$ cat src/source/vram_config.svh
`ifndef VRAM_CONFIG_SVH
`define VRAM_CONFIG_SVH

// screen in character cells of 8x8 pixels
`define VRAM_COLS 80

`define VRAM_ROWS 60

// one store word per cell
`define VRAM_DEPTH 4800

// enough bits for 4800 cells
`define VRAM_ADDR_W 13

// scan counter widths
// bits [2:0] select the pixel inside a cell,
// the upper bits select the cell column or row
`define VRAM_H_CNT_W 10

`define VRAM_V_CNT_W 10

`endif

$ cat src/source/vram_pkg.sv
`include "vram_config.svh"

package vram_pkg;

  typedef logic [`VRAM_ADDR_W-1:0] vram_addr_t;

  // top pixel row in the msb byte, leftmost pixel in the msb of each byte
  typedef logic [63:0] glyph_t;

  typedef logic [7:0] pix_line_t;

  typedef struct packed {
    logic [3:0] r;
    logic [3:0] g;
    logic [3:0] b;
  } color_t;

  // bcd time digits
  typedef struct packed {
    logic [3:0] h_tens;
    logic [3:0] h_units;
    logic [3:0] m_tens;
    logic [3:0] m_units;
    logic [3:0] s_tens;
    logic [3:0] s_units;
  } time_t;

  // digits first so a bcd value casts straight to its glyph id
  typedef enum logic [3:0] {
    gid_0,
    gid_1,
    gid_2,
    gid_3,
    gid_4,
    gid_5,
    gid_6,
    gid_7,
    gid_8,
    gid_9,
    gid_colon,
    gid_blank,
    gid_window,
    gid_unknown
  } glyph_id_e;

  typedef struct packed {
    pix_line_t line;
    color_t    color;
  } pixel_t;

  function automatic glyph_t glyph_bits(glyph_id_e id);
    glyph_t bits;
    case (id)
      gid_0:       bits = 64'h3C66_6E76_6666_3C00;
      gid_1:       bits = 64'h1838_1818_1818_7E00;
      gid_2:       bits = 64'h3C66_060C_3060_7E00;
      gid_3:       bits = 64'h3C66_061C_0666_3C00;
      gid_4:       bits = 64'h0C1C_3C6C_7E0C_0C00;
      gid_5:       bits = 64'h7E60_7C06_0666_3C00;
      gid_6:       bits = 64'h3C66_607C_6666_3C00;
      gid_7:       bits = 64'h7E66_0C18_1818_1800;
      gid_8:       bits = 64'h3C66_663C_6666_3C00;
      gid_9:       bits = 64'h3C66_663E_0666_3C00;
      gid_colon:   bits = 64'h0018_1800_1818_0000;
      gid_blank:   bits = 64'h0000_0000_0000_0000;
      // hollow frame
      gid_window:  bits = 64'hFF81_8181_8181_81FF;
      // question mark
      default:     bits = 64'h3C66_060C_1800_1800;
    endcase
    return bits;
  endfunction

endpackage

$ cat src/source/cell_layout.sv
`timescale 1ns/100ps
`include "vram_config.svh"

module cell_layout (
  input  vram_pkg::vram_addr_t i_addr,
  input  vram_pkg::time_t      i_time,
  output vram_pkg::glyph_t     o_glyph,
  output vram_pkg::color_t     o_color
);
  import vram_pkg::*;

  localparam color_t clr_red    = '{r: 4'hA, g: 4'h0, b: 4'h0};
  localparam color_t clr_white  = '{r: 4'hF, g: 4'hF, b: 4'hF};
  localparam color_t clr_window = '{r: 4'hF, g: 4'hF, b: 4'h5};
  // first column of the time readout
  localparam int time_col = `VRAM_COLS - 8;

  vram_addr_t row;
  vram_addr_t col;
  glyph_id_e  id;

  // bcd digits above 9 have no glyph
  function automatic glyph_id_e digit_id(logic [3:0] d);
    if (d > 4'd9) begin
      return gid_unknown;
    end
    return glyph_id_e'(d);
  endfunction

  assign row = i_addr / vram_addr_t'(`VRAM_COLS);
  assign col = i_addr % vram_addr_t'(`VRAM_COLS);

  always_comb begin
    id      = gid_window;
    o_color = clr_window;
    if (row == 0) begin
      if (col == 0 || col == `VRAM_COLS - 1) begin
        id      = gid_blank;
        o_color = clr_red;
      end else if (col <= 10) begin
        // digit strip 0..9
        id      = glyph_id_e'(4'(col - 1));
        o_color = clr_white;
      end
    end else if (row == `VRAM_ROWS - 1) begin
      if (col == 0) begin
        id      = gid_blank;
        o_color = clr_red;
      end else if (col >= time_col) begin
        o_color = clr_white;
        case (col)
          time_col + 0: id = digit_id(i_time.h_tens);
          time_col + 1: id = digit_id(i_time.h_units);
          time_col + 3: id = digit_id(i_time.m_tens);
          time_col + 4: id = digit_id(i_time.m_units);
          time_col + 6: id = digit_id(i_time.s_tens);
          time_col + 7: id = digit_id(i_time.s_units);
          default:      id = gid_colon;
        endcase
      end
    end
  end

  assign o_glyph = glyph_bits(id);

endmodule

$ cat src/source/frame_writer.sv
`timescale 1ns/100ps
`include "vram_config.svh"

module frame_writer (
  input  logic                 clk,
  input  logic                 rst_n,
  input  logic                 i_end_disp,
  input  vram_pkg::time_t      i_time,
  output vram_pkg::vram_addr_t o_wr_addr,
  output logic                 o_wr_en,
  output vram_pkg::glyph_t     o_wr_glyph,
  output vram_pkg::color_t     o_wr_color,
  output logic                 o_wr_busy
);
  import vram_pkg::*;

  logic       end_disp_q;
  logic       end_rise;
  logic       busy;
  vram_addr_t wr_cnt;

  always_ff @(posedge clk or negedge rst_n) begin
    if (!rst_n) begin
      end_disp_q <= 1'b0;
    end else begin
      end_disp_q <= i_end_disp;
    end
  end

  assign end_rise = i_end_disp & ~end_disp_q;

  // a sweep starts out of reset, then again after every frame end
  always_ff @(posedge clk or negedge rst_n) begin
    if (!rst_n) begin
      busy   <= 1'b1;
      wr_cnt <= '0;
    end else if (end_rise) begin
      busy   <= 1'b1;
      wr_cnt <= '0;
    end else if (busy) begin
      if (wr_cnt == vram_addr_t'(`VRAM_DEPTH - 1)) begin
        // last cell written, address parks here
        busy <= 1'b0;
      end else begin
        wr_cnt <= wr_cnt + 1'b1;
      end
    end
  end

  cell_layout layout_i (
    .i_addr  (wr_cnt),
    .i_time  (i_time),
    .o_glyph (o_wr_glyph),
    .o_color (o_wr_color)
  );

  assign o_wr_addr = wr_cnt;
  assign o_wr_en   = busy;
  assign o_wr_busy = busy;

endmodule

$ cat config.mk
export PLATFORM = sky130hd
export DESIGN_NAME = frame_writer
export DESIGN_NICKNAME = d
export VERILOG_FILES = /design/src/source/vram_pkg.sv /design/src/source/cell_layout.sv /design/src/source/frame_writer.sv
export VERILOG_INCLUDE_DIRS = /design/src /design/src/source
export SDC_FILE = /design/constraint.sdc
export NUM_CORES = 1
export LEC_CHECK = 0
export BUFFER_PORTS_ARGS = -buffer_cell sky130_fd_sc_hd__buf_4
export CORE_AREA = 2 2 91 93
export CTS_CLUSTER_DIAMETER = 60
export DETAILED_ROUTE_END_ITERATION = 16
export DIE_AREA = 0 0 93 95
export PLACE_DENSITY = 0.86
export SYNTH_ARGS = -nofsm -noshare
export SYNTH_HDL_FRONTEND = slang
export SYNTH_SLANG_ARGS = --single-unit
$ cat constraint.sdc
create_clock -name clk -period 8.6 [get_ports clk]
set_input_delay 0.86 -clock clk [delete_from_list [all_inputs] [get_ports clk]]
set_output_delay 0.86 -clock clk [all_outputs]
set_load 0.03 [all_outputs]
## Word-level counts from Yosys, hierarchy flattened

Memory sizes are Yosys's and may differ from the RTL's.
Cells that the tools add are included.

| storage, ports and cells | value |
|---|---|
| memories | 1 |
| input bits | 27 |
| flip-flop bits (word level) | 15 |
| memory bits (read-only) | 1024 |
| output and inout port bits | 91 |

Memory list:

| name | words | bits a word | rd ports | clocked after memory_dff | wr ports | RTL line | RTL |
|---|---|---|---|---|---|---|---|
| (no name shown) | 16 | 64 | 1 | 0 | 0 | vram_pkg.sv:53 | `case (id)` |

| cells by class | value |
|---|---|
| $add $sub $neg | 2 |
| equality and inequality tests | 9 |
| $lt $le $gt $ge | 8 |
| mux-type cells | 67 |
| reductions and logical operators | 5 |
| divide/modulo/power cells | 2 |
| bitwise gates (word level) | 2 |

Operators with widths:

| kind | number |
|---|---|
| $mux W4 | 20 |
| $eq A13 B7 Y1 const B | 6 |
| $mux W12 | 4 |
| $mux W1 | 39 |
| $mux W13 | 3 |
| $logic_not A13 Y1 | 2 |
| $gt A4 B4 Y1 const B | 6 |
| $pmux W4 S6 | 1 |
| $add A13 B1 Y13 const B | 1 |
| $div A13 B7 Y13 const B | 1 |
| $eq A13 B13 Y1 const B | 1 |
| $eq A13 B6 Y1 const B | 1 |
| $ge A13 B7 Y1 const B | 1 |
| $le A13 B4 Y1 const B | 1 |
| $mod A13 B7 Y13 const B | 1 |
| $sub A4 B1 Y4 const B | 1 |
| $ne A2 B2 Y1 const B | 1 |
| $reduce_and A2 Y1 | 1 |
| $reduce_bool A2 Y1 | 1 |
| $and A1 B1 Y1 | 1 |
| $logic_or A1 B1 Y1 | 1 |
| $not A1 Y1 | 1 |

## Depth between registers and ports, before layout

An unclocked memory read counts as a cell.

| logic depth | value |
|---|---|
| depth in word-level cells | 14 |
| mapped depth | 21 |
| depth with buffers taken out | 17 |

## Hierarchy

A second synthesis with hierarchy kept.

| second synthesis, totals | value |
|---|---|
| cell total of the unflattened synthesis | 492 |
| area, all modules | 3651.0 µm² |

By module, submodules not included:

| module | area an instance (µm²) | times used | cells an instance |
|---|---|---|---|
| cell_layout | 2822.7 | 1 | 411 |
| frame_writer | 828.3 | 1 | 81 |

## Worst setup path before layout

No wires, ideal clock.

| timing path | value |
|---|---|
| path kind | register to output |
| start | register wr_cnt[7], in the netlist o_wr_addr[7] |
| end | output port o_wr_glyph[25] |
| slack | 2818 ps |
| arrival time | 4922 ps |
| stages on the path, launching flop included | 20 |
| cells stage by stage | dfrtp_1 buf_2 buf_2 mux2i_1 a2bb2oi_1 nand3_1 o21a_1 a221o_1 buf_4 and4_1 nor4_4 o31ai_2 a22oi_4 inv_1 ha_1 inv_1 nor2_1 a21oi_1 o21ai_0 buf_4 |

| on the way | value |
|---|---|
| longest elaborated chain between the ends | 8 |
| elaborated cells on any way between the ends | 23 |
| classes of those cells | add/sub (1); div (2); order compare (2); eq/ne (7); mux (7); reduce/logical (3); memory (1) |

Ends and longest elaborated chain:

| what | RTL line | RTL |
|---|---|---|
| from (decl) | frame_writer.sv:20 | `vram_addr_t wr_cnt;` |
| from (signal assigned) | frame_writer.sv:45 | `wr_cnt <= wr_cnt + 1'b1;` |
| parallel branches: the longest is 6 deep, another holds $mod A13 B7 Y13 | -- |  |
| $mux W4 * | cell_layout.sv:36 | `if (row == 0) begin` |
| $mem_v2 Z16 W64 * | -- |  |
| to (decl) | frame_writer.sv:11 | `output vram_pkg::glyph_t o_wr_glyph,` |

Mark *: on every way between the ends.

## Final worst setup path

| timing path | value |
|---|---|
| start | register wr_cnt[7], in the netlist o_wr_addr[7] |
| end | output port o_wr_glyph[3] |

Same word-level chain as after synthesis.

==> results by group <==
Outcome
  • Status: complete, no violations

Clock network
  • Worst-Skew Late Latency: about 0.25 ns
  • Deepest clock path buffer count: 2
  • Num CTS Buffers: 3
  • Clock sink count: 15
  • CTS root buffer: clkbuf_8
  • CTS tree: built
  • Htree depth: 1
  • Post_cts resized: 0
  • Setup bufs post-CTS: 0
  • Worst-path clk slew: 0.06 ns
  • Hold-fix buffers, CTS: 0

Floorplan
  • Die Height: 95 µm
  • Die Area: between 0.008 and 0.009 mm²
  • # IOs: approximately 120
  • Cell Rows: 33
  • Starting density of the core: 0.471
  • CORE AREA: 0.00793 mm²
  • Die Width: ~93 µm

STA
  • Final setup margin: about 1.9 ns
  • Max-slew violations: 0
  • Post-layout min period: 6.73 ns
  • Worst Max-Slew Pin Slew: roughly 1.1 ns
  • RSZ-0062 raised after global routing: no
  • Min Hold Slack: between 0.4 and 0.5 ns
  • Tcrit/Tclk final: 0.782
  • Slew headroom: 0.262
  • Setup TNS: 0 ns
  • Final hold violations: 0
  • Final setup viols: 0
  • Clock skew: between 0.002 and 0.003 ns
  • FMAX: approximately 0.15 GHz

Power and ir drop
  • P_leak: about 1.9 nW
  • VDD IR max: 326 µV
  • Power per cell area: about 420 mW/mm²
  • Switching pwr: ~1.1 mW
  • Sw frac: 0.626
  • Cell-internal power: 672 µW
  • Clock share of power: 0.032
  • Sequential power share: 0.057
  • Combinational Power Share: 0.911

Global routing
  • Vias in the first global route: approximately 3,600
  • Met1 Track Usage GR: 0.302
  • Grt met2 use: 0.380
  • Global route overflow: 0
  • Grt met3 use: 0.0128
  • Initial antenna violation count: 0
  • Gr busiest metal: met2
  • Total track usage: 0.223
  • Largest net degree at the start of global routing: 37
  • First-pass GRT wire length: around 17 mm

Synthesis
  • Synth area leaders: dfrtp_1, buf_4, nor2_1
  • Sequential-to-total area share from yosys stat: 0.101
  • Synth area leader: dfrtp_1
  • Unique masters post-synth: approximately 90
  • Synth warn: 0
  • Number of synthesized flops with an enable pin: 0
  • Post-synthesis average cell area: 7.07 µm²
  • Syn Std Cell Area: about 0.0037 mm²
  • Asr flop ratio synth: 1.00
  • Seq cells post-synth: 15
  • Post-synthesis cell count: approximately 530
  • Top cell type's share of synthesized area: 0.0938
  • Ys flop type: dfrtp_1

Critical path
  • Crit path kind: flip-flop to output pin
  • Worst Path Max Fanout: 33
  • Setup crit start kind: flip-flop
  • Data arrival, critical path: 5.87 ns
  • FF-to-FF setup slack: 5.21 ns
  • Worst endpoint required time: 7.74 ns
  • R2R depth: 8
  • Worst Setup End Kind: output pin

Finish
  • Most common cell after layout, fill and taps aside: buf_4
  • Proportion of layout cells with a drive suffix above 1: 0.277
  • Fillers: between 700 and 800
  • Final net count: between 600 and 700
  • Area growth syn-to-layout: 15.8%
  • Number of diodes: 0
  • Non-filler cells, final: approximately 680
  • Most frequent cells in the layout: buf_4, nor2_1, a21oi_1, o21ai_0, nand2_1

Drt
  • Vias/cell: a little over 6
  • Routed WL: between 10 and 15 mm
  • Iter 0 DRT Violations: about 510
  • DR vias: 4,140
  • Wire per inst: 15.6 µm
  • DRC viols: 0
  • Post-route antenna net violation count: 0
  • TritonRoute pass-1 iters: 7

Place
  • Port-buffer cells: 115
  • Cells after DPL: approximately 680
  • Detail Placement HPWL: ~8 mm
  • Pre-CTS setup slack: 2.25 ns
  • Final GP Congestion: between 0.9 and 1

Worst hold path
  • Hold Crit Class: input pin to async pin

Run
  • MaxCap Viol Count: 0
[worst paths after layout]
path | startpoint | end
hold / removal | rst_n | o_wr_addr[4]
max in group asynchronous | rst_n | o_wr_busy
min in group clk | o_wr_addr[1] | o_wr_addr[1]
setup reg to reg | o_wr_addr[12] | o_wr_addr[11]
hold reg to reg | o_wr_addr[1] | o_wr_addr[1]
setup / recovery | o_wr_addr[7] | o_wr_glyph[3]
[kinds of logic (layout without fill, tap and decap cells)]
| group | Yosys count | in the layout | share of synthesized area |
|---|---|---|---|
| compound gates | 184 | 184 | 0.358 |
| xor+xnor | 24 | 24 | 0.0563 |
| fa+ha+maj | 15 | 15 | 0.0493 |
| buf+inv | 101 | 149 | 0.156 |
| flops | 15 | 15 | 0.101 |
| mux | 6 | 6 | 0.0171 |
| other cells | 1 | 2 | 0.00100 |
| simple gates | 182 | 182 | 0.262 |
[synth_stat cells (3+ instances only)]
cell type and n:
a211oi_1 5, a21o_1 6, a21oi_1 40, a22o_1 4, a311oi_1 3, a31oi_1 4, and2_1 6, and3_1 9
buf_2 16, buf_4 45, clkbuf_1 11, dfrtp_1 14, ha_1 13, inv_1 23, mux2_2 3, mux2i_1 3
nand2_1 30, nand2b_1 9, nand3_1 13, nand3b_1 4, nand4_1 4, nor2_1 60, nor2b_1 6, nor3_1 11
nor3b_1 3, o211ai_1 13, o21a_1 13, o21ai_0 30, o21ai_1 9, o221ai_1 3, o22ai_1 5, o31ai_1 5
or2_2 7, xnor2_1 18, xor2_1 6
[critical path: stages, from the launching register on]
cell and delay (ns):
dfrtp_1 1.04, clkinv_1 0.58, xnor2_1 0.27, a2111o_1 0.45
o21ai_2 0.12, o211ai_1 0.14, a221o_1 0.45, a31oi_4 0.27
and4b_4 0.30, o21ai_1 0.10, o2bb2ai_2 0.87, and3_1 0.72
buf_4 0.28
[per-layer routing]
metal	wire, µm	up-vias	part of all wire
li1	-	1979	-
met1	4520	1899	0.42
met2	5120	237	0.48
met3	785	25	0.074
met4	215	0	0.020
met5	0	-	0
[state kept, by name, indices dropped and copies added (netlist names)]
signal,cells
end_disp_q,1
o_wr_addr,13
o_wr_busy,1
[through the flow]
step	instance area, µm²	utilization	power [mW]
final	4320	0.545	1.80
after global routing	4320	0.545	1.91
after CTS	4320	0.545	1.79
after detailed placement	4280	0.539	1.73
after global placement	4280	0.539	1.71
after floorplan	3740	-	1.29
[final cells by class]
class / count / area [µm²] / share of cell area
clock inverter: 1 / 5.00 / 0.00116
tap: 105 / 131 / 0.0304
sequential: 15 / 377 / 0.0871
inverter: 26 / 97.6 / 0.0226
timing repair buffer: 119 / 893 / 0.207
clock buffer: 3 / 41.3 / 0.00955
multi-input combinational: 413 / 2780 / 0.643
[power groups by stage]
stage / clock network [mW] / logic, mW / registers [mW]
detailed placement: 0 / 1.63 / 0.102
finish: 0.0574 / 1.64 / 0.103
CTS: 0.0586 / 1.63 / 0.101
global route: 0.0617 / 1.74 / 0.106
global placement: 0 / 1.61 / 0.103
floorplan: 0 / 1.19 / 0.100
Power figures use the tool's default switching activity.
