**config.mk**
```make
export PLATFORM = sky130hd
export DESIGN_NAME = pixel_shifter
export DESIGN_NICKNAME = d
export VERILOG_FILES = /design/src/source/vram_pkg.sv /design/src/source/pixel_shifter.sv
export VERILOG_INCLUDE_DIRS = /design/src /design/src/source
export SDC_FILE = /design/constraint.sdc
export NUM_CORES = 1
export LEC_CHECK = 0
export BUFFER_PORTS_ARGS = -buffer_cell sky130_fd_sc_hd__buf_2
export CORE_MARGIN = 2
export CORE_UTILIZATION = 37
export DETAILED_ROUTE_END_ITERATION = 12
export HOLD_SLACK_MARGIN = 0.02
export MAX_ROUTING_LAYER = met4
export PLACE_DENSITY_LB_ADDON = 0.3
export SYNTH_ARGS = -nofsm -noshare
export SYNTH_HDL_FRONTEND = slang
export SYNTH_SLANG_ARGS = --single-unit
export TNS_END_PERCENT = 20
```
**constraint.sdc**
```tcl
create_clock -name clk -period 0.8 [get_ports clk]
set_input_delay 0.12 -clock clk [delete_from_list [all_inputs] [get_ports clk]]
set_output_delay 0.12 -clock clk [all_outputs]
set_load 0.03 [all_outputs]
```
**src/source/vram_config.svh**
```systemverilog
`ifndef VRAM_CONFIG_SVH
`define VRAM_CONFIG_SVH

// screen in character cells of 8x8 pixels
`define VRAM_COLS 80

`define VRAM_ROWS 60

// one store word per cell
`define VRAM_DEPTH 4800

// enough bits for 4800 cells
`define VRAM_ADDR_W 13

// scan counter widths
// bits [2:0] select the pixel inside a cell,
// the upper bits select the cell column or row
`define VRAM_H_CNT_W 10

`define VRAM_V_CNT_W 10

`endif

```
**src/source/vram_pkg.sv**
```systemverilog
`include "vram_config.svh"

package vram_pkg;

  typedef logic [`VRAM_ADDR_W-1:0] vram_addr_t;

  // top pixel row in the msb byte, leftmost pixel in the msb of each byte
  typedef logic [63:0] glyph_t;

  typedef logic [7:0] pix_line_t;

  typedef struct packed {
    logic [3:0] r;
    logic [3:0] g;
    logic [3:0] b;
  } color_t;

  // bcd time digits
  typedef struct packed {
    logic [3:0] h_tens;
    logic [3:0] h_units;
    logic [3:0] m_tens;
    logic [3:0] m_units;
    logic [3:0] s_tens;
    logic [3:0] s_units;
  } time_t;

  // digits first so a bcd value casts straight to its glyph id
  typedef enum logic [3:0] {
    gid_0,
    gid_1,
    gid_2,
    gid_3,
    gid_4,
    gid_5,
    gid_6,
    gid_7,
    gid_8,
    gid_9,
    gid_colon,
    gid_blank,
    gid_window,
    gid_unknown
  } glyph_id_e;

  typedef struct packed {
    pix_line_t line;
    color_t    color;
  } pixel_t;

  function automatic glyph_t glyph_bits(glyph_id_e id);
    glyph_t bits;
    case (id)
      gid_0:       bits = 64'h3C66_6E76_6666_3C00;
      gid_1:       bits = 64'h1838_1818_1818_7E00;
      gid_2:       bits = 64'h3C66_060C_3060_7E00;
      gid_3:       bits = 64'h3C66_061C_0666_3C00;
      gid_4:       bits = 64'h0C1C_3C6C_7E0C_0C00;
      gid_5:       bits = 64'h7E60_7C06_0666_3C00;
      gid_6:       bits = 64'h3C66_607C_6666_3C00;
      gid_7:       bits = 64'h7E66_0C18_1818_1800;
      gid_8:       bits = 64'h3C66_663C_6666_3C00;
      gid_9:       bits = 64'h3C66_663E_0666_3C00;
      gid_colon:   bits = 64'h0018_1800_1818_0000;
      gid_blank:   bits = 64'h0000_0000_0000_0000;
      // hollow frame
      gid_window:  bits = 64'hFF81_8181_8181_81FF;
      // question mark
      default:     bits = 64'h3C66_060C_1800_1800;
    endcase
    return bits;
  endfunction

endpackage

```
**src/source/pixel_shifter.sv**
```systemverilog
`timescale 1ns/100ps

module pixel_shifter (
  input  logic              clk,
  input  logic              rst_n,
  input  logic              i_vga_clk_en,
  input  logic              i_rgb_on,
  input  logic              i_load,
  input  logic [2:0]        i_row,
  input  vram_pkg::glyph_t  i_glyph,
  input  vram_pkg::color_t  i_color,
  output vram_pkg::pixel_t  o_pixel
);
  import vram_pkg::*;

  pix_line_t row_line;
  pixel_t    pix_q;

  // row 0 sits in the top byte of the glyph
  assign row_line = i_glyph[{3'd7 - i_row, 3'b000} +: 8];

  always_ff @(posedge clk or negedge rst_n) begin
    if (!rst_n) begin
      pix_q <= '0;
    end else if (i_vga_clk_en) begin
      if (i_load) begin
        pix_q.line  <= row_line;
        pix_q.color <= i_color;
      end else if (i_rgb_on) begin
        // msb is the pixel on screen, rotate brings the next one up
        pix_q.line <= {pix_q.line[6:0], pix_q.line[7]};
      end
    end
  end

  assign o_pixel = pix_q;

endmodule

```
---- Word level (Yosys, flattened, before mapping) ----
Index checks and enable logic that the tools add are counted.
operators by class
  $add $sub $neg .......................... 1
  multiply operators ...................... 0
  div/mod/pow operators ................... 0
  order comparisons ....................... 0
  eq/ne operators ......................... 0
  shift operators ......................... 1
  mux-type cells .......................... 2
  bitwise gates (word level) .............. 0
  reductions and logical operators ........ 3
operator list
  operator                                                count
  64-bit by 7-bit variable part select with 8-bit output  1
  8-bit 2-to-1 mux                                        2
  2-bit AND reduction                                     2
  3-bit subtractor (first input constant)                 1
  2-bit nonzero test                                      1
storage, ports and cells
  bits in registers ....................... 20
  latch bits .............................. 0
  RAM bits ................................ 0
  memory bits (read-only) ................. 0
  output and inout port bits .............. 20
  word-level logic and storage cells ...... 11
  memories kept ........................... 0

---- Logic depth before layout (Yosys ltp) ----
Gate-level depths: netlist of run 1.
  word-level depth ........................ 3
  gate-level depth with buffers ........... 6

---- Worst setup path before layout of run 1 ----
Ideal clock, no wire load.
  kind .................................... reg-to-reg
  start ................................... reg o_pixel[16] (netlist name)
  end ..................................... reg pix_q, in the netlist o_pixel[16]
  data arrival time ....................... 944 ps
  required time ........................... 710 ps
  slack ................................... -234 ps
  cell stages (with the launch flop) ...... 4
  buffers on the path ..................... 0
  period minus slack after synthesis ...... 1034 ps
  path through ............................ dfrtp_1 -> inv_1 -> o22a_1 -> o221ai_1
RTL lines
  item           RTL line             source
  end, declared  pixel_shifter.sv:17  pixel_t pix_q;

---- Worst setup path after layout of run 1 ----
  start ................................... reg pix_q, in the netlist o_pixel[12]
  end ..................................... out o_pixel[12] (netlist name)
RTL lines
  item           RTL line             source
  end, declared  pixel_shifter.sv:12  output vram_pkg::pixel_t o_pixel
No word-level cell between the ends.

==> results by group, run 1 <==
Clocking
  – Root Buffer: clkbuf_8
  – Worst skew pair latency: about 0.25 ns
  – CTS Buf Count: 3
  – H-tree level count: 1
  – Clk slew on worst S/H paths: roughly 0.07 ns
  – Clock sink total: 20
  – CTS tree: built
  – Clock Path Buffers: 2

Setup path
  – WP data required: slightly below 0.7 ns
  – RR Endpoint: o_pixel[16]
  – Critical-path top delay cell: dfrtp_2
  – Worst r2r src: o_pixel[15]
  – WP data arrival: approximately 0.83 ns
  – Critical-path cell list: buf_6
  – Max stage delay on crit path: roughly 0.43 ns
  – Critical Path End Type: primary output
  – R2R cell count: 4
  – CP bufs+invs: 1
  – Delay-heaviest family, CP: flip-flops
  – Startpoint types: register
  – Crit Path Max Fanout: 2
  – R2R setup slack: -0.15 ns
  – WS Path Type: reg -> out

Power and ir drop
  – P_sw: around 0.0013 W
  – Share of total power in the clock network: slightly above 20%
  – Cell Int Power: between 0.002 and 0.0025 W
  – Part of the power in registers: 35.6%
  – Pleak: about 1.2 nW
  – Sw Share: about a third
  – Comb pwr share: about 44%
  – Power Dens Cells: 1620 nW/um^2
  – Peak VDD IR: ~1100 uV

Timing
  – Period utilization: 118%
  – Final min period: 0.947 ns
  – RSZ-0062 raised after global routing: true
  – Final Max Slew Viols: 0
  – Fmax: around 1.1 GHz
  – Relative slew slack: 80.5%
  – Hold WS: around 0.094 ns
  – Final setup fails: 27
  – Final Skew: 0.00181 ns
  – Tightest Pin Transition: about 0.3 ns
  – Setup tns final: -2.86 ns
  – Final hold viol count: 0
  – Setup ws final: -0.147 ns

Final layout
  – Fin cells: slightly below 300
  – # fillers: about 360
  – Antenna Cells: 0
  – Area growth syn-to-layout: 58.6%
  – Number of flip-flops in the largest register: 20
  – Fraction of layout cells with a size suffix above 1: a little over three fifths
  – Nets: around 340

Die
  – CORE AREA: about 3700 sq um
  – Initial Util: 38.9%
  – Die Wd: 66.5 microns
  – Num rows: 22
  – Die footprint: 4420 sq um
  – Io pins: approximately 100
  – Die Y: ~66 microns

Route
  – Post-Route M1 WL: ~1.7 mm
  – Via-to-Cell Ratio: about 5
  – Met2 wire len: around 2.2 mm
  – Number of DRC markers in iteration 0: between 40 and 50
  – WL final: about 4.0 mm
  – DR pass1 iterations: 4
  – Highest Signal Layer: met4
  – Wire length per cell: approximately 14 microns
  – Post-route DRC: 0
  – Via count: approximately 1500
  – WL met3: roughly 160 microns
  – Post-route ant nets: 0

Global route
  – First-pass GRT wire length: 6.12 mm
  – GRT Resource Usage Total: roughly 19%
  – Largest net degree at the start of global routing: 25
  – Initial antenna violation count: 0
  – Global route overflow: 0
  – Number of global-route vias before repair: 1384

Yosys
  – Post-synth top area share: between 30% and 40%
  – Cell variety after synth: 21
  – Cells after Synth: ~140
  – Number of flops mapped to enable cells by yosys: 0
  – Synth cell count leaders: 32 x mux2i_1, 20 x dfrtp_1, 12 x mux2_2, 11 x nand2_1, 9 x nand3_1
  – Seq/Total Area, Yosys: ~35%
  – Synth warn: 0
  – Post-Syn Nets: roughly 220
  – Most frequent cell after synthesis: mux2i_1
  – Synthesized area: 1440 sq um
  – FF+latch count, synth: 20
  – Yosys top cell by area: dfrtp_1
  – Synthesized area per cell: a little over 10 sq um
  – Main area contributors after synthesis: dfrtp_1 35%, mux2i_1 22%, mux2_2 9.4%, o221ai_1 4.2%, a22oi_1 4.2%
  – Async SR Flop Fraction: 100%
  – Ys flop type: dfrtp_1

Placed design
  – GP Congestion: between 0.8 and 0.9
  – Post-DP HPWL: between 3 and 4 mm
  – Placed insts: about 290
  – IO buf count: 103

Worst hold path
  – Hold crit path type: in -> reg
  – Hold endpoint: o_pixel[9]
  – Hold path start: i_color[9]
  – Hold depth: 2

Run status
  – Failing checks: setup timing
  – Status: finished with violations

Flow run
  – Max Cap Violations: 0
[metrics by stage]
stage | power [W] | worst slack, ns | area (sq um) | utilization, %
CTS | 0.00368 | -0.153 | 2250 | 60.5
floorplan | 0.00218 | -0.110 | 1490 | -
global route | 0.00392 | -0.194 | 2290 | 61.6
global placement | 0.00264 | -0.292 | 2050 | 55.2
finish | 0.00370 | -0.147 | 2290 | 61.6
detailed placement | 0.00266 | -0.330 | 2050 | 55.2
[area by class of cell]
class / count / area (sq um) / share of cell area (%)
Inverter: 7 / 28.8 / 1.26
Sequential cell: 20 / 510 / 22.3
Clock buffer: 4 / 55.1 / 2.40
Multi-Input combinational cell: 99 / 846 / 36.9
Tap cell: 48 / 60.1 / 2.62
Timing Repair Buffer: 120 / 790 / 34.5
[metal layers]
metal  vias up  track usage [%]
met1       685             21.6
met2        30             33.1
li1        747                -
met5         -                -
met4         0             2.30
met3         2             4.73
[cells by family after synthesis]
kind of cell | synth area share (%)
simple gates | 7.28
compound gates | 17.0
buf+inv | 9.53
mux | 31.5
flops | 34.7
[how the worst max path moves through the flow]
stage	startpoint	endpoint	slack (ns)	depth (start not counted)
after global routing	o_pixel[15]	o_pixel[16]	-0.19	4
after CTS	o_pixel[15]	o_pixel[16]	-0.15	4
final	o_pixel[12]	o_pixel[12]	-0.15	1
after detailed placement	i_row[0]	o_pixel[14]	-0.33	6
after global placement	i_row[0]	o_pixel[13]	-0.29	6
after floorplan	i_row[0]	o_pixel[12]	-0.11	6
[repair_timing]
item | 4_1_cts | 5_1_grt
endpoints found under the hold margin | 20 | 0
setup endpoints to repair | 28 | 37
hold buffers | 1 | 0
pin swaps | 1 | 1
buffers inserted | 1 | 0
gates resized for setup | 41 | 9
[cells in the final DEF (no fill, tap or decap), types with 6 or more instances in the layout]
master	n
buf_2	82
nand3_1	9
buf_6	21
mux2_2	12
a31oi_1	8
o22a_1	6
dfrtp_1	12
buf_4	14
mux2i_1	30
dfrtp_2	8
a22oi_1	8
nand2_1	10
inv_2	6
[power by group through the flow]
| stage | clock, W | sequential [W] | combinational (W) |
|---|---|---|---|
| 3_3_place_gp | 0 | 0.00129 | 0.00135 |
| 4_1_cts | 0.000785 | 0.00132 | 0.00158 |
| 6_report | 0.000757 | 0.00132 | 0.00163 |
| 5_1_grt | 0.000844 | 0.00134 | 0.00174 |
| 2_1_floorplan | 0 | 0.00163 | 0.000554 |
| 3_5_place_dp | 0 | 0.00130 | 0.00137 |
No activity file was read; power rests on OpenSTA's default activity.
==> inputs of run 2 (changes only) <==
ABC_AREA = 1   (was default)
CORE_UTILIZATION = 39   (was 37)
SETUP_SLACK_MARGIN = 0.1   (was default)
SLEW_MARGIN = 20   (was default)
==> results by group, run 2 <==
Run status
  – Status: finished with violations
  – Failing checks: hold timing, setup timing

Setup path
  – Critical-path top delay cell: dfrtp_1
  – R2R setup slack: -0.10 ns (+0.05 ns)
  – Critical-path cell list: buf_6
  – Max stage delay on crit path: 0.41 ns (-0.02 ns)
  – WS Path Type: reg -> out
  – CP bufs+invs: 1 (unchanged)
  – Startpoint types: register
  – WP data required: 0.68 ns (about the same)
  – Worst r2r src: o_pixel[1]
  – Crit Path Max Fanout: 2 (unchanged)
  – WP data arrival: 0.82 ns (about the same)
  – Delay-heaviest family, CP: flip-flops
  – Critical Path End Type: primary output
  – R2R cell count: 2 (-2)
  – RR Endpoint: o_pixel[1]

Clocking
  – Worst skew pair latency: 0.26 ns (about the same)
  – CTS Buf Count: 3 (unchanged)
  – Root Buffer: clkbuf_8
  – H-tree level count: 1 (unchanged)
  – Clock Path Buffers: 2 (unchanged)
  – CTS tree: built
  – Clock sink total: 20 (unchanged)
  – Clk slew on worst S/H paths: 0.07 ns (about the same)

Final layout
  – Most frequent cells in the layout: 82 x buf_2, 70 x nand2_1, 50 x inv_1
  – # fillers: 383 (+6.1%)
  – Area growth syn-to-layout: 53.1%
  – Number of flip-flops in the largest register: 20 (unchanged)
  – Fraction of layout cells with a size suffix above 1: 46.7% (-16 points)
  – Fin cells: 414 (+39%)
  – Antenna Cells: 0 (unchanged)
  – Nets: 449 (+34%)
  – Commonest non-fill, non-tap cell in the layout: buf_2
  – Post-route design area: 2550 sq um (+11%)

Yosys
  – Cell variety after synth: 15 (-29%)
  – Simple-gate share of the synthesized area: 36.1% (+29 points)
  – Synthesized area: 1670 sq um (+15%)
  – Number of flops mapped to enable cells by yosys: 0 (unchanged)
  – Adder and majority gate portion of the synthesized area: 0% (unchanged)
  – Mux share of post-synthesis cell area: 8.11% (-23 points)
  – Compound-Gate Fraction of Synth Area: 5.79% (-11 points)
  – Yosys top cell by area: dfrtp_1
  – Cells after Synth: 252 (+81%)
  – Synth cell count leaders: 70 x nand2_1, 50 x inv_1, 48 x nand3_1, 20 x dfrtp_1, 16 x a21oi_1
  – Post-Syn Nets: 336 (+51%)
  – Synthesized area per cell: 6.61 sq um (-36%)
  – Seq/Total Area, Yosys: 30.1% (-4.6 points)
  – XOR/XNOR Fraction of Synth Area: 0% (unchanged)
  – Async SR Flop Fraction: 100% (unchanged)
  – Main area contributors after synthesis: dfrtp_1 30%, nand2_1 16%, nand3_1 14%, inv_1 11%, mux2_2 8.1%
  – Post-synth top area share: 30.1% (-4.6 points)
  – FF+latch count, synth: 20 (unchanged)
  – Main combinational cell family by area after synthesis: simple AND/OR/NAND/NOR gates
  – Synth warn: 0 (unchanged)
  – Ys flop type: dfrtp_1
  – Most frequent cell after synthesis: nand2_1

Timing
  – Final Max Slew Viols: 0 (unchanged)
  – Setup ws final: -0.138 ns (+0.00936 ns)
  – Relative slew slack: 71.5% (-9.0 points)
  – Final Skew: 0.00361 ns (+0.00181 ns)
  – Final min period: 0.938 ns (-0.00936 ns)
  – Fmax: 1.07 GHz (+1.0%)
  – Tightest Pin Transition: 0.428 ns (+0.135 ns)
  – Period utilization: 117% (-1.2 points)
  – Hold WS: -0.208 ns (-0.302 ns)
  – RSZ-0062 raised after global routing: true
  – Final hold viol count: 20 (+20)
  – Final setup fails: 29 (+7.4%)

Route
  – Via count: 1918 (+31%)
  – Post-route ant nets: 0 (unchanged)
  – WL met3: 223 microns (+38%)
  – DR pass1 iterations: 4 (unchanged)
  – Post-Route M1 WL: 2.06 mm (+25%)
  – Met2 wire len: 2.29 mm (+3.6%)
  – Wire length per cell: 11.2 microns (-17%)
  – Via-to-Cell Ratio: 4.63 (-5.7%)
  – Number of DRC markers in iteration 0: 73 (+66%)
  – WL final: 4.64 mm (+15%)
  – Post-route DRC: 0 (unchanged)
  – Highest Signal Layer: met4

Die
  – Die footprint: 4810 sq um (+8.8%)
  – Initial Util: 41.0% (+2.2 points)
  – Io pins: 104 (unchanged)
  – Die Wd: 69.3 microns (+4.3%)
  – CORE AREA: 4060 sq um (+9.2%)
  – Die Y: 69.3 microns (+4.3%)
  – Num rows: 23 (+4.5%)

Placed design
  – Placed insts: 401 (+37%)
  – Area post-placement: 2270 sq um (+11%)
  – Post-DP HPWL: 3.55 mm (+13%)
  – IO buf count: 103 (unchanged)
  – GP Congestion: 0.824 (+2.5%)

Global route
  – First-pass GRT wire length: 8.02 mm (+31%)
  – Number of global-route vias before repair: 1841 (+33%)
  – Global route overflow: 0 (unchanged)
  – GRT Resource Usage Total: 20.4% (+1.8 points)
  – Largest net degree at the start of global routing: 33 (+32%)
  – Initial antenna violation count: 0 (unchanged)

Power and ir drop
  – Power Dens Cells: 1500 nW/um^2 (-7.4%)
  – Pleak: 1.51 nW (+31%)
  – Peak VDD IR: 1080 uV (-5.2%)

Flow run
  – Max Cap Violations: 0 (unchanged)

Worst hold path
  – Hold crit path type: in -> async
## run 2: cell count changes after synthesis, moves of 8 or more
cell     before  now
inv_1         7   50
a31oi_1       8    0
nand2_2       0   11
a22oi_1       8    0
nor2_1        0    8
a21oi_1       0   16
nand2_1      11   70
mux2i_1      32    0
nand3_1       9   48
## run 2: metal layers
layer	up-vias	track usage [%]
li1	995	-
met1	854	25.2
met2	61	34.7
met3	8	3.63
met4	0	4.79
met5	-	-
## run 2: worst reg2reg max path: cells and delay by family, from the launching register on
| family | cells | cell delay (ns) |
|---|---|---|
| buf+inv | 1 | 0.12 |
| mux | 1 | 0.25 |
| flops | 1 | 0.42 |
## run 2: final cells by class
type	instances	area [sq um]	share of cell area, %
clock buffers	4	45.0	1.77
inverters	52	203	7.95
multi-input cells	166	910	35.7
flip-flops and latches	20	515	20.2
well taps	50	62.6	2.45
repair buffers	122	815	31.9
## run 2: cell families after synthesis
logic type      Yosys count
flops                    20
compound gates           17
mux                      12
simple gates            137
buf+inv                  66
## run 2: how the worst max path moves through the flow
stage,startpoint,endpoint,slack [ns],cells past startpoint
after detailed placement,i_row[0],o_pixel[15],-0.27,8
after floorplan,i_load,o_pixel[0],-0.07,4
after global placement,i_row[0],o_pixel[15],-0.26,7
after CTS,o_pixel[0],o_pixel[0],-0.14,1
after global routing,o_pixel[12],o_pixel[12],-0.16,1
final,o_pixel[12],o_pixel[12],-0.14,1
## run 2: what timing repair did
action                                  in CTS  in global routing
buffers inserted                             9                  0
gates resized for setup                     47                  4
endpoints found under the setup margin      40                 40
endpoints found under the hold margin       20                 20
## run 2: through the flow
step           setup slack [ns]  setup TNS, ns  power (W)  utilization, %
6_report                 -0.138          -2.88    0.00382            62.8
5_1_grt                  -0.164          -3.75    0.00404            62.8
4_1_cts                  -0.144          -2.94    0.00383            62.5
3_5_place_dp             -0.270          -3.56    0.00276            56.0
3_3_place_gp             -0.260          -3.40    0.00273            56.0
2_1_floorplan           -0.0701          -1.27    0.00226               -
## run 2: where the power goes
part	leakage [nW]	internal [W]	total, W	switching, W
sequential	0.213	0.00119	0.00133	0.000132
combinational	1.27	0.000909	0.00182	0.000908
clock	0.0228	0.000354	0.000673	0.000319
total	1.51	0.00246	0.00382	0.00136
