`config.mk`:
```
export PLATFORM = sky130hd
export DESIGN_NAME = scan_fetch
export DESIGN_NICKNAME = d
export VERILOG_FILES = /design/src/source/vram_pkg.sv /design/src/source/scan_fetch.sv
export VERILOG_INCLUDE_DIRS = /design/src /design/src/source
export SDC_FILE = /design/constraint.sdc
export NUM_CORES = 1
export LEC_CHECK = 0
export BUFFER_PORTS_ARGS = -buffer_cell sky130_fd_sc_hd__buf_2
export CAP_MARGIN = 30
export CELL_PAD_IN_SITES_DETAIL_PLACEMENT = 1
export CELL_PAD_IN_SITES_GLOBAL_PLACEMENT = 2
export CORE_ASPECT_RATIO = 0.5
export CORE_UTILIZATION = 36
export DETAILED_ROUTE_END_ITERATION = 12
export GPL_TIMING_DRIVEN = 0
export PLACE_DENSITY = 0.93
export SLEW_MARGIN = 20
export SYNTH_ARGS = -nofsm -noshare
export SYNTH_HDL_FRONTEND = slang
export SYNTH_SLANG_ARGS = --single-unit
```
`constraint.sdc`:
```
create_clock -name clk -period 2.2 [get_ports clk]
set_clock_uncertainty 0.15 [all_clocks]
set_input_delay 0.55 -clock clk [delete_from_list [all_inputs] [get_ports clk]]
set_output_delay 0.55 -clock clk [all_outputs]
set_load 0.01 [all_outputs]
```
`src/source/vram_config.svh`:
```
`ifndef VRAM_CONFIG_SVH
`define VRAM_CONFIG_SVH

// screen in character cells of 8x8 pixels
`define VRAM_COLS 80

`define VRAM_ROWS 60

// one store word per cell
`define VRAM_DEPTH 4800

// enough bits for 4800 cells
`define VRAM_ADDR_W 13

// scan counter widths
// bits [2:0] select the pixel inside a cell,
// the upper bits select the cell column or row
`define VRAM_H_CNT_W 10

`define VRAM_V_CNT_W 10

`endif

```
`src/source/vram_pkg.sv`:
```
`include "vram_config.svh"

package vram_pkg;

  typedef logic [`VRAM_ADDR_W-1:0] vram_addr_t;

  // top pixel row in the msb byte, leftmost pixel in the msb of each byte
  typedef logic [63:0] glyph_t;

  typedef logic [7:0] pix_line_t;

  typedef struct packed {
    logic [3:0] r;
    logic [3:0] g;
    logic [3:0] b;
  } color_t;

  // bcd time digits
  typedef struct packed {
    logic [3:0] h_tens;
    logic [3:0] h_units;
    logic [3:0] m_tens;
    logic [3:0] m_units;
    logic [3:0] s_tens;
    logic [3:0] s_units;
  } time_t;

  // digits first so a bcd value casts straight to its glyph id
  typedef enum logic [3:0] {
    gid_0,
    gid_1,
    gid_2,
    gid_3,
    gid_4,
    gid_5,
    gid_6,
    gid_7,
    gid_8,
    gid_9,
    gid_colon,
    gid_blank,
    gid_window,
    gid_unknown
  } glyph_id_e;

  typedef struct packed {
    pix_line_t line;
    color_t    color;
  } pixel_t;

  function automatic glyph_t glyph_bits(glyph_id_e id);
    glyph_t bits;
    case (id)
      gid_0:       bits = 64'h3C66_6E76_6666_3C00;
      gid_1:       bits = 64'h1838_1818_1818_7E00;
      gid_2:       bits = 64'h3C66_060C_3060_7E00;
      gid_3:       bits = 64'h3C66_061C_0666_3C00;
      gid_4:       bits = 64'h0C1C_3C6C_7E0C_0C00;
      gid_5:       bits = 64'h7E60_7C06_0666_3C00;
      gid_6:       bits = 64'h3C66_607C_6666_3C00;
      gid_7:       bits = 64'h7E66_0C18_1818_1800;
      gid_8:       bits = 64'h3C66_663C_6666_3C00;
      gid_9:       bits = 64'h3C66_663E_0666_3C00;
      gid_colon:   bits = 64'h0018_1800_1818_0000;
      gid_blank:   bits = 64'h0000_0000_0000_0000;
      // hollow frame
      gid_window:  bits = 64'hFF81_8181_8181_81FF;
      // question mark
      default:     bits = 64'h3C66_060C_1800_1800;
    endcase
    return bits;
  endfunction

endpackage

```
`src/source/scan_fetch.sv`:
```
`timescale 1ns/100ps
`include "vram_config.svh"

module scan_fetch (
  input  logic                       clk,
  input  logic                       rst_n,
  input  logic                       i_vga_clk_en,
  input  logic                       i_end_disp,
  input  logic [`VRAM_H_CNT_W-1:0]   i_h_cnt,
  input  logic [`VRAM_V_CNT_W-1:0]   i_v_cnt,
  output vram_pkg::vram_addr_t       o_rd_addr,
  output logic                       o_load
);
  import vram_pkg::*;

  logic [`VRAM_H_CNT_W-4:0] cell_col;
  logic [`VRAM_V_CNT_W-4:0] cell_row;
  logic                     on_screen;
  vram_addr_t               cell_addr;
  vram_addr_t               rd_addr;
  vram_addr_t               prev_addr;
  logic                     load;

  // drop the pixel-in-cell bits
  assign cell_col  = i_h_cnt[`VRAM_H_CNT_W-1:3];
  assign cell_row  = i_v_cnt[`VRAM_V_CNT_W-1:3];
  assign on_screen = (cell_col < `VRAM_COLS) && (cell_row < `VRAM_ROWS);
  assign cell_addr = vram_addr_t'(cell_row) * vram_addr_t'(`VRAM_COLS)
                   + vram_addr_t'(cell_col);

  always_ff @(posedge clk or negedge rst_n) begin
    if (!rst_n) begin
      rd_addr   <= '0;
      prev_addr <= '0;
      load      <= 1'b0;
    end else if (i_vga_clk_en) begin
      prev_addr <= rd_addr;
      // flag for the address taken on the previous enable
      load      <= (rd_addr != prev_addr);
      if (i_end_disp) begin
        rd_addr <= '0;
      end else if (on_screen) begin
        rd_addr <= cell_addr;
      end
    end
  end

  assign o_rd_addr = rd_addr;
  assign o_load    = load;

endmodule

```
== Word-level counts from Yosys, hierarchy flattened ==
Cells that the tools add are included.
Word-level totals
  register bits after elaboration: 27
  input bits: 24
  output and inout bits: 14
  logic and storage cells: 13
Cells by class
  add/sub/neg operators: 1
  $mul: 1
  $lt $le $gt $ge: 2
  equality and inequality tests: 1
  muxes and demuxes: 2
  reduce and logical (&&, ||, !) cells: 3
Operator list (count)
  13-bit two-way mux: 2
  13-bit by 7-bit adder with 13-bit output: 1
  13-bit inequality test: 1
  7-bit by 3-bit multiplier with 9-bit output (second input constant): 1
  7-bit by 6-bit less-than comparator with 1-bit output (second input constant): 1
  7-bit less-than comparator (second input constant): 1
  2-bit AND reduction: 1
  2-bit nonzero test: 1
  1-bit logical AND: 1

== Depth between registers and ports, before layout ==
Gate-level depths: netlist of run 1.
  depth in word-level cells: 4
  depth in mapped cells: 8
  depth with buffers taken out: 8

== Worst setup path before layout of run 1 ==
OpenSTA, ideal clock, no wires.
  kind: input-to-reg
  from: input port i_v_cnt[4]
  to: register rd_addr[12] (netlist: o_rd_addr[12])
  library setup time: 0.121 ns
  arrival time: 2.482 ns
  data required time: 1.929 ns
  slack: -0.553 ns
  stages on the path: 8
  buffers on the path: 0
  cell sequence: ha_1 -> ha_1 -> fa_1 -> a211oi_1 -> o22ai_1 -> nor4b_4 -> xnor2_1 -> a22o_1
On the way
  longest elaborated chain between the ends: 4
  elaborated cells on any way between the ends: 8
  those cells by class: 1 x add/sub; 1 x mul; 1 x order compare; 2 x mux; 3 x reduce/logical
Ends and longest elaborated chain
  start, declared: line scan_fetch.sv:10  | input logic [`VRAM_V_CNT_W-1:0] i_v_cnt,
  7-bit by 3-bit multiplier with 9-bit output or 7-bit by 6-bit less-than comparator with 1-bit output (tied branches)
  13-bit by 7-bit adder with 13-bit output or 1-bit logical AND (tied branches): line scan_fetch.sv:28, scan_fetch.sv:27
  13-bit two-way mux or 2-bit nonzero test (tied branches)
  13-bit two-way mux or 2-bit AND reduction (tied branches)
  end signal, assigned: line scan_fetch.sv:43  | rd_addr <= cell_addr;
  end, declared: line scan_fetch.sv:20  | vram_addr_t rd_addr;
Several ways; a longest one is shown, not always the timed one. The select of a mux whose other input is x is not followed.
A chain may end at the register's enable or synchronous reset.

== Worst setup path in the final report of run 1 ==
  from: input port i_v_cnt[6]
  to: register rd_addr[11] (netlist: o_rd_addr[11])
The elaborated chain is that of the path after synthesis.

==> run_results.csv, run 1 <==
group,metric,value,unit
clock_tree,cts_hold_buffers,0,
global_route,antenna_found_initial,0,
synthesis,ys_ff_latch,27,
worst_setup_path,worst-endpoint-required,2.21,ns
worst_setup_path,path_buf_inv,2,
cells_and_area,fin_cells,240,
placed_design,place_area,1890,um2
global_route,gr-usage-all-layers,18.0,%
floorplanning,die_y,49.6,um
detailed_routing,drt_iter0_drc,25,
timing,rsz0062_at_grt,"yes",
worst_setup_path,crit_slowest_cell,"fa_2",
clock_tree,clk_path_buf_depth,2,
clock_tree,numCtsBuffers,3,
floorplanning,dieWidth,97.2,um
worst_setup_path,crit_chain,"buf_8 > ha_4 > ha_4 > fa_2 > xor2_4 > buf_4 > o21ai_2 > nor4_2 > xnor2_1 > a22o_1",
global_route,grt_pass1_wl,6750,um
synthesis,yosysWarnings,0,
timing,finalHoldViolations,0,
detailed_routing,drc,0,
detailed_routing,route.vias.total,1241,
worst_setup_path,critPathLaunchType,"input pin",
timing,slew_headroom,60.5,%
worst_setup_path,cp_max_fo,3,
cells_and_area,area_growth,28.4,%
timing,fmax,0.412,GHz
synthesis,synth.distinct_cells,32,
synthesis,yosys-top-cells-area,"dfrtp_1 (41%), ha_1 (10%), mux2_2 (9.0%)",
timing,finalMaxSlewViolations,0,
placed_design,port_buffers,30,
worst_setup_path,cpPeakStageDelay,0.41,ns
power_and_ir_drop,ir_drop,0.237,mV
worst_setup_path,worstPathArrival,2.44,ns
power_and_ir_drop,power_density,699,nW/um2
timing,setup_slack,-0.229,ns
detailed_routing,firstDrtPassIters,3,
worst_setup_path,crit_top_cell,"ha_4",
floorplanning,io_pins,38,
global_route,grt_pass1_vias,1375,
detailed_routing,vias_per_cell,5.17,
timing,fin_crit_sh,110,%
clock_tree,cts.sinks,27,
synthesis,synth_nets,186,
run_status,status,"finished with violations",
detailed_routing,wirelength,3810,um
worst_setup_path,cp_top_family,"adder cells",
synthesis,synth.cell_area,1630,um2
floorplanning,die_area,4830,um2
clock_tree,cts-root-buf,"clkbuf_8",
synthesis,synth_cells,147,
floorplanning,initial_core_util,39.6,%
global_route,grt_max_degree,28,
cells_and_area,fin_area,2100,um2
timing,period_minus_slack,2.43,ns
run_status,failed_checks,"setup timing",
synthesis,syn_avg_cell_area,11.1,um2
cells_and_area,layout-drive-gt1-share,37.6,%
min_path,hp-class,"input pin to async pin",
detailed_routing,postRouteAntennaNets,0,
clock_tree,clock_latency,0.27,ns
placed_design,gp_congestion,0.713,
worst_setup_path,path_class,"input pin to register",
timing,tightest_slew,0.593,ns
global_route,grt_overflow,0,
power_and_ir_drop,p_leak,0.946,nW
floorplanning,core,4120,um2
cells_and_area,nets,226,
clock_tree,cts_tree,"yes",
detailed_routing,wl_per_cell,15.9,um
floorplanning,num_rows,16,
timing,setup_viol,3,
clock_tree,htreeDepth,1,
cells_and_area,diodes,0,
synthesis,yosysSeqAreaShare,41.4,%
clock_tree,clkTransAtPathRegs,0.09,ns
run,cap_violations,0,
worst_setup_path,worstSetupEndpointType,"register",
placed_design,dp_cells,231,
placed_design,dp_hpwl,2940,um
synthesis,synth.top_cell.area_share,41.4,%
synthesis,yosysTopAreaCell,"dfrtp_1",
## kinds of logic (layout without fill, tap and decap cells)
group	after synthesis	count (layout)	synth area share (%)
compound gates	32	32	13.9
simple gates	32	32	10.3
xor+xnor	20	20	11.2
buf+inv	8	47	1.84
mux	13	13	8.97
flops	27	27	41.4
fa+ha+maj	15	15	12.4
## area by class of cell
| type | instances | area [um2] |
|---|---|---|
| Fill cell | 466 | 2030 |
| Multi-Input combinational cell | 112 | 1070 |
| Sequential cell | 27 | 676 |
| Timing Repair Buffer | 35 | 208 |
| Tap cell | 54 | 67.6 |
| Clock buffer | 4 | 45.0 |
| Buffer | 5 | 18.8 |
| Inverter | 3 | 11.3 |
## metrics by stage
step           hold WS (ns)  utilization [%]  setup WS, ns  setup TNS (ns)  power (mW)
2_1_floorplan         0.104                -        -0.351          -0.714       0.963
3_5_place_dp          0.368             45.7        -0.608           -1.91        1.12
5_1_grt               0.165             50.8        -0.304          -0.739        1.57
4_1_cts               0.134             48.5        -0.197          -0.411        1.43
6_report              0.123             50.8        -0.229          -0.539        1.47
3_3_place_gp          0.360             45.7        -0.607           -1.73        1.09
## per-layer routing
| metal | wire length, um | track usage [%] | up-vias |
|---|---|---|---|
| li1 | - | - | 598 |
| met3 | 144 | 3.97 | 4 |
| met1 | 1760 | 22.3 | 617 |
| met4 | 51 | 6.37 | 0 |
| met2 | 1850 | 31.6 | 22 |
| met5 | 0 | 0 | - |
## what timing repair did
| action | 4_1_cts | 5_1_grt |
|---|---|---|
| pin swaps | 9 | 7 |
| gates cloned | 0 | 0 |
| setup endpoints to repair | 3 | 3 |
| buffers inserted | 2 | 4 |
| gates resized for setup | 11 | 12 |
| endpoints found under the hold margin | 0 | 0 |
## layout by cell type (no fill, tap or decap), drive strengths merged
| cell type | synthesis | layout |
|---|---|---|
| a31oi | 1 | 1 |
| inv | 3 | 3 |
| o2111ai | 1 | 1 |
| nand2b | 5 | 5 |
| dfrtp | 27 | 27 |
| a21o | 2 | 2 |
| o22ai | 1 | 1 |
| nand4 | 2 | 2 |
| mux2 | 13 | 13 |
| nor4 | 2 | 2 |
| clkbuf | 4 | 8 |
| a21oi | 2 | 2 |
| xnor2 | 12 | 12 |
| xor2 | 8 | 8 |
| nor2b | 2 | 2 |
| o21ba | 1 | 1 |
| o31ai | 4 | 4 |
| o21bai | 2 | 2 |
| o21ai | 11 | 11 |
| a211oi | 2 | 2 |
| ha | 13 | 13 |
| a41oi | 1 | 1 |
| buf | 1 | 36 |
| a22o | 3 | 3 |
| o41ai | 1 | 1 |
| nor3 | 1 | 1 |
| nand2 | 12 | 12 |
| nor4b | 1 | 1 |
| fa | 2 | 2 |
| nor2 | 7 | 7 |
## worst register-to-register path: cells and delay by family, from the launching register on
kind	cells	cell delay, ns
flip-flops	1	0.44
AO/OA/AOI/OAI	1	0.14
XOR/XNOR	1	0.17
AND/OR/NAND/NOR	2	0.41
## flip-flops by register name, indices dropped and copies added (netlist names)
signal     cells
o_load         1
prev_addr     13
o_rd_addr     13
## cells in the mapped netlist
cell type   n
a211oi_2    1
o2111ai_2   1
a41oi_1     1
o22ai_1     1
a22o_1      3
clkbuf_1    4
ha_1       13
xnor2_1    12
o41ai_1     1
nand2_1    12
xor2_2      1
buf_1       1
nor3_1      1
o21bai_1    2
mux2_2     13
dfrtp_1    27
nor2_1      7
a21o_1      2
nand4_1     2
o31ai_1     4
fa_1        2
nor4b_4     1
xor2_1      7
a31oi_1     1
o21ai_0    11
inv_1       3
a21oi_1     2
o21ba_2     1
nand2b_1    5
a211oi_1    1
nor2b_1     2
nor4_1      2
## power breakdown
part / total, mW / leakage [nW] / switching, mW / internal (mW)
combinational: 0.537 / 0.574 / 0.265 / 0.273
clock: 0.276 / 0.0228 / 0.147 / 0.130
sequential: 0.652 / 0.349 / 0.0758 / 0.576
total: 1.47 / 0.946 / 0.487 / 0.979
## final timing paths
check                      slack, ns  depth (start not counted)                      from                         to
max in group asynchronous       1.39                          1                     rst_n   o_rd_addr[0]$_DFFE_PN0P_
min in group clk                0.37                          3                i_h_cnt[6]   o_rd_addr[3]$_DFFE_PN0P_
max reg2reg                     0.76                          4  o_rd_addr[6]$_DFFE_PN0P_         o_load$_DFFE_PN0P_
min reg2reg                     0.39                          1  prev_addr[8]$_DFFE_PN0P_   prev_addr[8]$_DFFE_PN0P_
min                             0.12                          1                     rst_n   o_rd_addr[7]$_DFFE_PN0P_
max                            -0.23                         10                i_v_cnt[6]  o_rd_addr[11]$_DFFE_PN0P_
Note: power is estimated with default switching activity, not from simulation.
==> inputs of run 2 (changes only) <==
--- a/config.mk
+++ b/config.mk
@@ -15,6 +15,7 @@
 export DETAILED_ROUTE_END_ITERATION = 12
 export GPL_TIMING_DRIVEN = 0
 export PLACE_DENSITY = 0.93
+export REMOVE_ABC_BUFFERS = 1
 export SLEW_MARGIN = 20
 export SYNTH_ARGS = -nofsm -noshare
 export SYNTH_HDL_FRONTEND = slang
==> run_results.csv, run 2 (synthesis gave the netlist of run 1 again) <==
group,metric,value,unit
power_and_ir_drop,combPwrFrac,37.8,%
floorplanning,core,4120,um2
power_and_ir_drop,switching_power,0.493,mW
floorplanning,die_area,4830,um2
run,cap_violations,0,
detailed_routing,wl_per_cell,15.9,um
worst_setup_path,crit_slowest_cell,"fa_2",
min_path,hp-class,"input pin to async pin",
detailed_routing,postRouteAntennaNets,0,
power_and_ir_drop,ir_drop,0.265,mV
cells_and_area,final_common_cell,"buf_2",
cells_and_area,area_growth,30.3,%
timing,fmax,0.420,GHz
placed_design,dp_cells,227,
worst_setup_path,critPathLaunchType,"input pin",
floorplanning,initial_core_util,39.6,%
global_route,grt_max_degree,28,
timing,finalHoldViolations,0,
worst_setup_path,cp_top_family,"adder cells",
worst_setup_path,path_buf_inv,2,
worst_setup_path,worst-endpoint-required,2.22,ns
power_and_ir_drop,power_frac_clock,18.7,%
detailed_routing,wirelength,3830,um
floorplanning,die_y,49.6,um
worst_setup_path,cp_max_fo,3,
power_and_ir_drop,seqPwrFrac,43.5,%
clock_tree,clkTransAtPathRegs,0.09,ns
power_and_ir_drop,p_int,0.996,mW
cells_and_area,diodes,0,
timing,rsz0062_at_grt,"yes",
timing,fin_crit_sh,108,%
run_status,failed_checks,"setup timing",
timing,tightest_slew,0.593,ns
timing,setup_viol,4,
cells_and_area,layout-drive-gt1-share,41.2,%
cells_and_area,filler_cell_count,461,
detailed_routing,route.vias.total,1236,
cells_and_area,nets,227,
global_route,grt_pass1_vias,1315,
timing,finalMaxSlewViolations,0,
clock_tree,cts-root-buf,"clkbuf_8",
timing,tns,-0.533,ns
cells_and_area,most-common-layout-cells,"buf_2 (29), dfrtp_1 (27), mux2_2 (13)",
power_and_ir_drop,p_leak,0.964,nW
worst_setup_path,reg2reg_depth,4,
global_route,gr-usage-all-layers,16.2,%
global_route,grt_pass1_wl,6230,um
floorplanning,io_pins,38,
run_status,status,"finished with violations",
clock_tree,cts_tree,"yes",
worst_setup_path,cp.depth,10,
clock_tree,htreeDepth,1,
timing,slew_headroom,60.5,%
cells_and_area,seqCellArea,676,um2
floorplanning,dieWidth,97.2,um
clock_tree,clk_path_buf_depth,2,
detailed_routing,firstDrtPassIters,4,
clock_tree,clock_latency,0.27,ns
detailed_routing,drt_iter0_drc,36,
global_route,grt_overflow,0,
floorplanning,num_rows,16,
worst_setup_path,worstSetupEndpoint,"o_rd_addr[12]$_DFFE_PN0P_",
placed_design,dp_hpwl,2680,um
cells_and_area,multi_input_area,1070,um2
global_route,antenna_found_initial,0,
timing,setup_slack,-0.183,ns
detailed_routing,vias_per_cell,5.13,
worst_setup_path,path_class,"input pin to register",
worst_setup_path,r2r_setup_slack,0.78,ns
clock_tree,cts.sinks,27,
worst_setup_path,worstPathArrival,2.40,ns
cells_and_area,fin_cells,241,
worst_setup_path,crit_top_cell,"ha_4",
worst_setup_path,crit_chain,"buf_8 > ha_4 > ha_4 > fa_2 > xor2_2 > buf_4 > o2111ai_4 > nor4b_4 > xnor2_1 > a22o_1",
placed_design,port_buffers,31,
placed_design,gp_congestion,0.734,
detailed_routing,drc,0,
timing,period_minus_slack,2.38,ns
worst_setup_path,startpoint,"i_v_cnt[6]",
clock_tree,numCtsBuffers,3,
power_and_ir_drop,swShare,33.1,%
worst_setup_path,reg2reg_from,"o_rd_addr[1]$_DFFE_PN0P_",
worst_setup_path,worstSetupEndpointType,"register",
power_and_ir_drop,power_density,700,nW/um2
worst_setup_path,cpPeakStageDelay,0.38,ns
worst_setup_path,r2r_end,"o_load$_DFFE_PN0P_",
==> run 2: cell count changes in the layout (fill, tap and decap cells not counted), sizes merged <==
cell    change
buf         +5
clkbuf      -4
==> run 2: power groups by stage <==
stage          combinational, mW  sequential, mW  clock [mW]
4_1_cts                    0.496           0.649       0.288
5_1_grt                    0.621           0.662       0.308
6_report                   0.563           0.647       0.279
3_5_place_dp               0.435           0.660           0
3_3_place_gp               0.421           0.653           0
2_1_floorplan              0.282           0.663           0
==> run 2: area by class of cell <==
| type | count | area share, % |
|---|---|---|
| sequential | 27 | 31.8 |
| inverter | 3 | 0.529 |
| multi-input combinational | 112 | 50.5 |
| clock buffer | 4 | 2.12 |
| tap | 54 | 3.18 |
| timing repair buffer | 41 | 11.9 |
==> run 2: how the worst min path moves through the flow <==
| stage | startpoint | to | slack (ns) | cells after the start |
|---|---|---|---|---|
| 2_1_floorplan | rst_n | o_load$_DFFE_PN0P_ | 0.10 | 0 |
| 3_3_place_gp | prev_addr[3]$_DFFE_PN0P_ | prev_addr[3]$_DFFE_PN0P_ | 0.36 | 1 |
| 3_5_place_dp | prev_addr[2]$_DFFE_PN0P_ | prev_addr[2]$_DFFE_PN0P_ | 0.37 | 1 |
| 4_1_cts | rst_n | o_rd_addr[0]$_DFFE_PN0P_ | 0.14 | 1 |
| 5_1_grt | rst_n | o_rd_addr[6]$_DFFE_PN0P_ | 0.16 | 1 |
| 6_report | rst_n | prev_addr[8]$_DFFE_PN0P_ | 0.12 | 1 |
==> run 2: what timing repair did <==
action,4_1_cts,5_1_grt
pin swaps,11,10
setup endpoints to repair,4,6
buffers inserted,5,7
resized for setup,18,14
hold buffers,0,0
cloned,0,0
==> run 2: stage by stage <==
step           area, um2  power (mW)  util (%)  hold slack [ns]  setup slack (ns)
6_report            2130        1.49      51.6            0.122            -0.183
2_1_floorplan       1610       0.945         -            0.104            -0.554
4_1_cts             2010        1.43      48.8            0.142            -0.253
5_1_grt             2130        1.59      51.6            0.157            -0.246
3_3_place_gp        1840        1.07      44.5            0.361            -0.810
3_5_place_dp        1840        1.09      44.5            0.369            -0.849
==> run 2: routing by layer <==
layer  up-vias  global-route usage (%)  wire length [um]
li1        604                       -                 -
met1       607                    19.6              1720
met2        21                    30.5              1970
met3         4                    3.40               126
met4         0                    2.70                20
met5         -                       0                 0
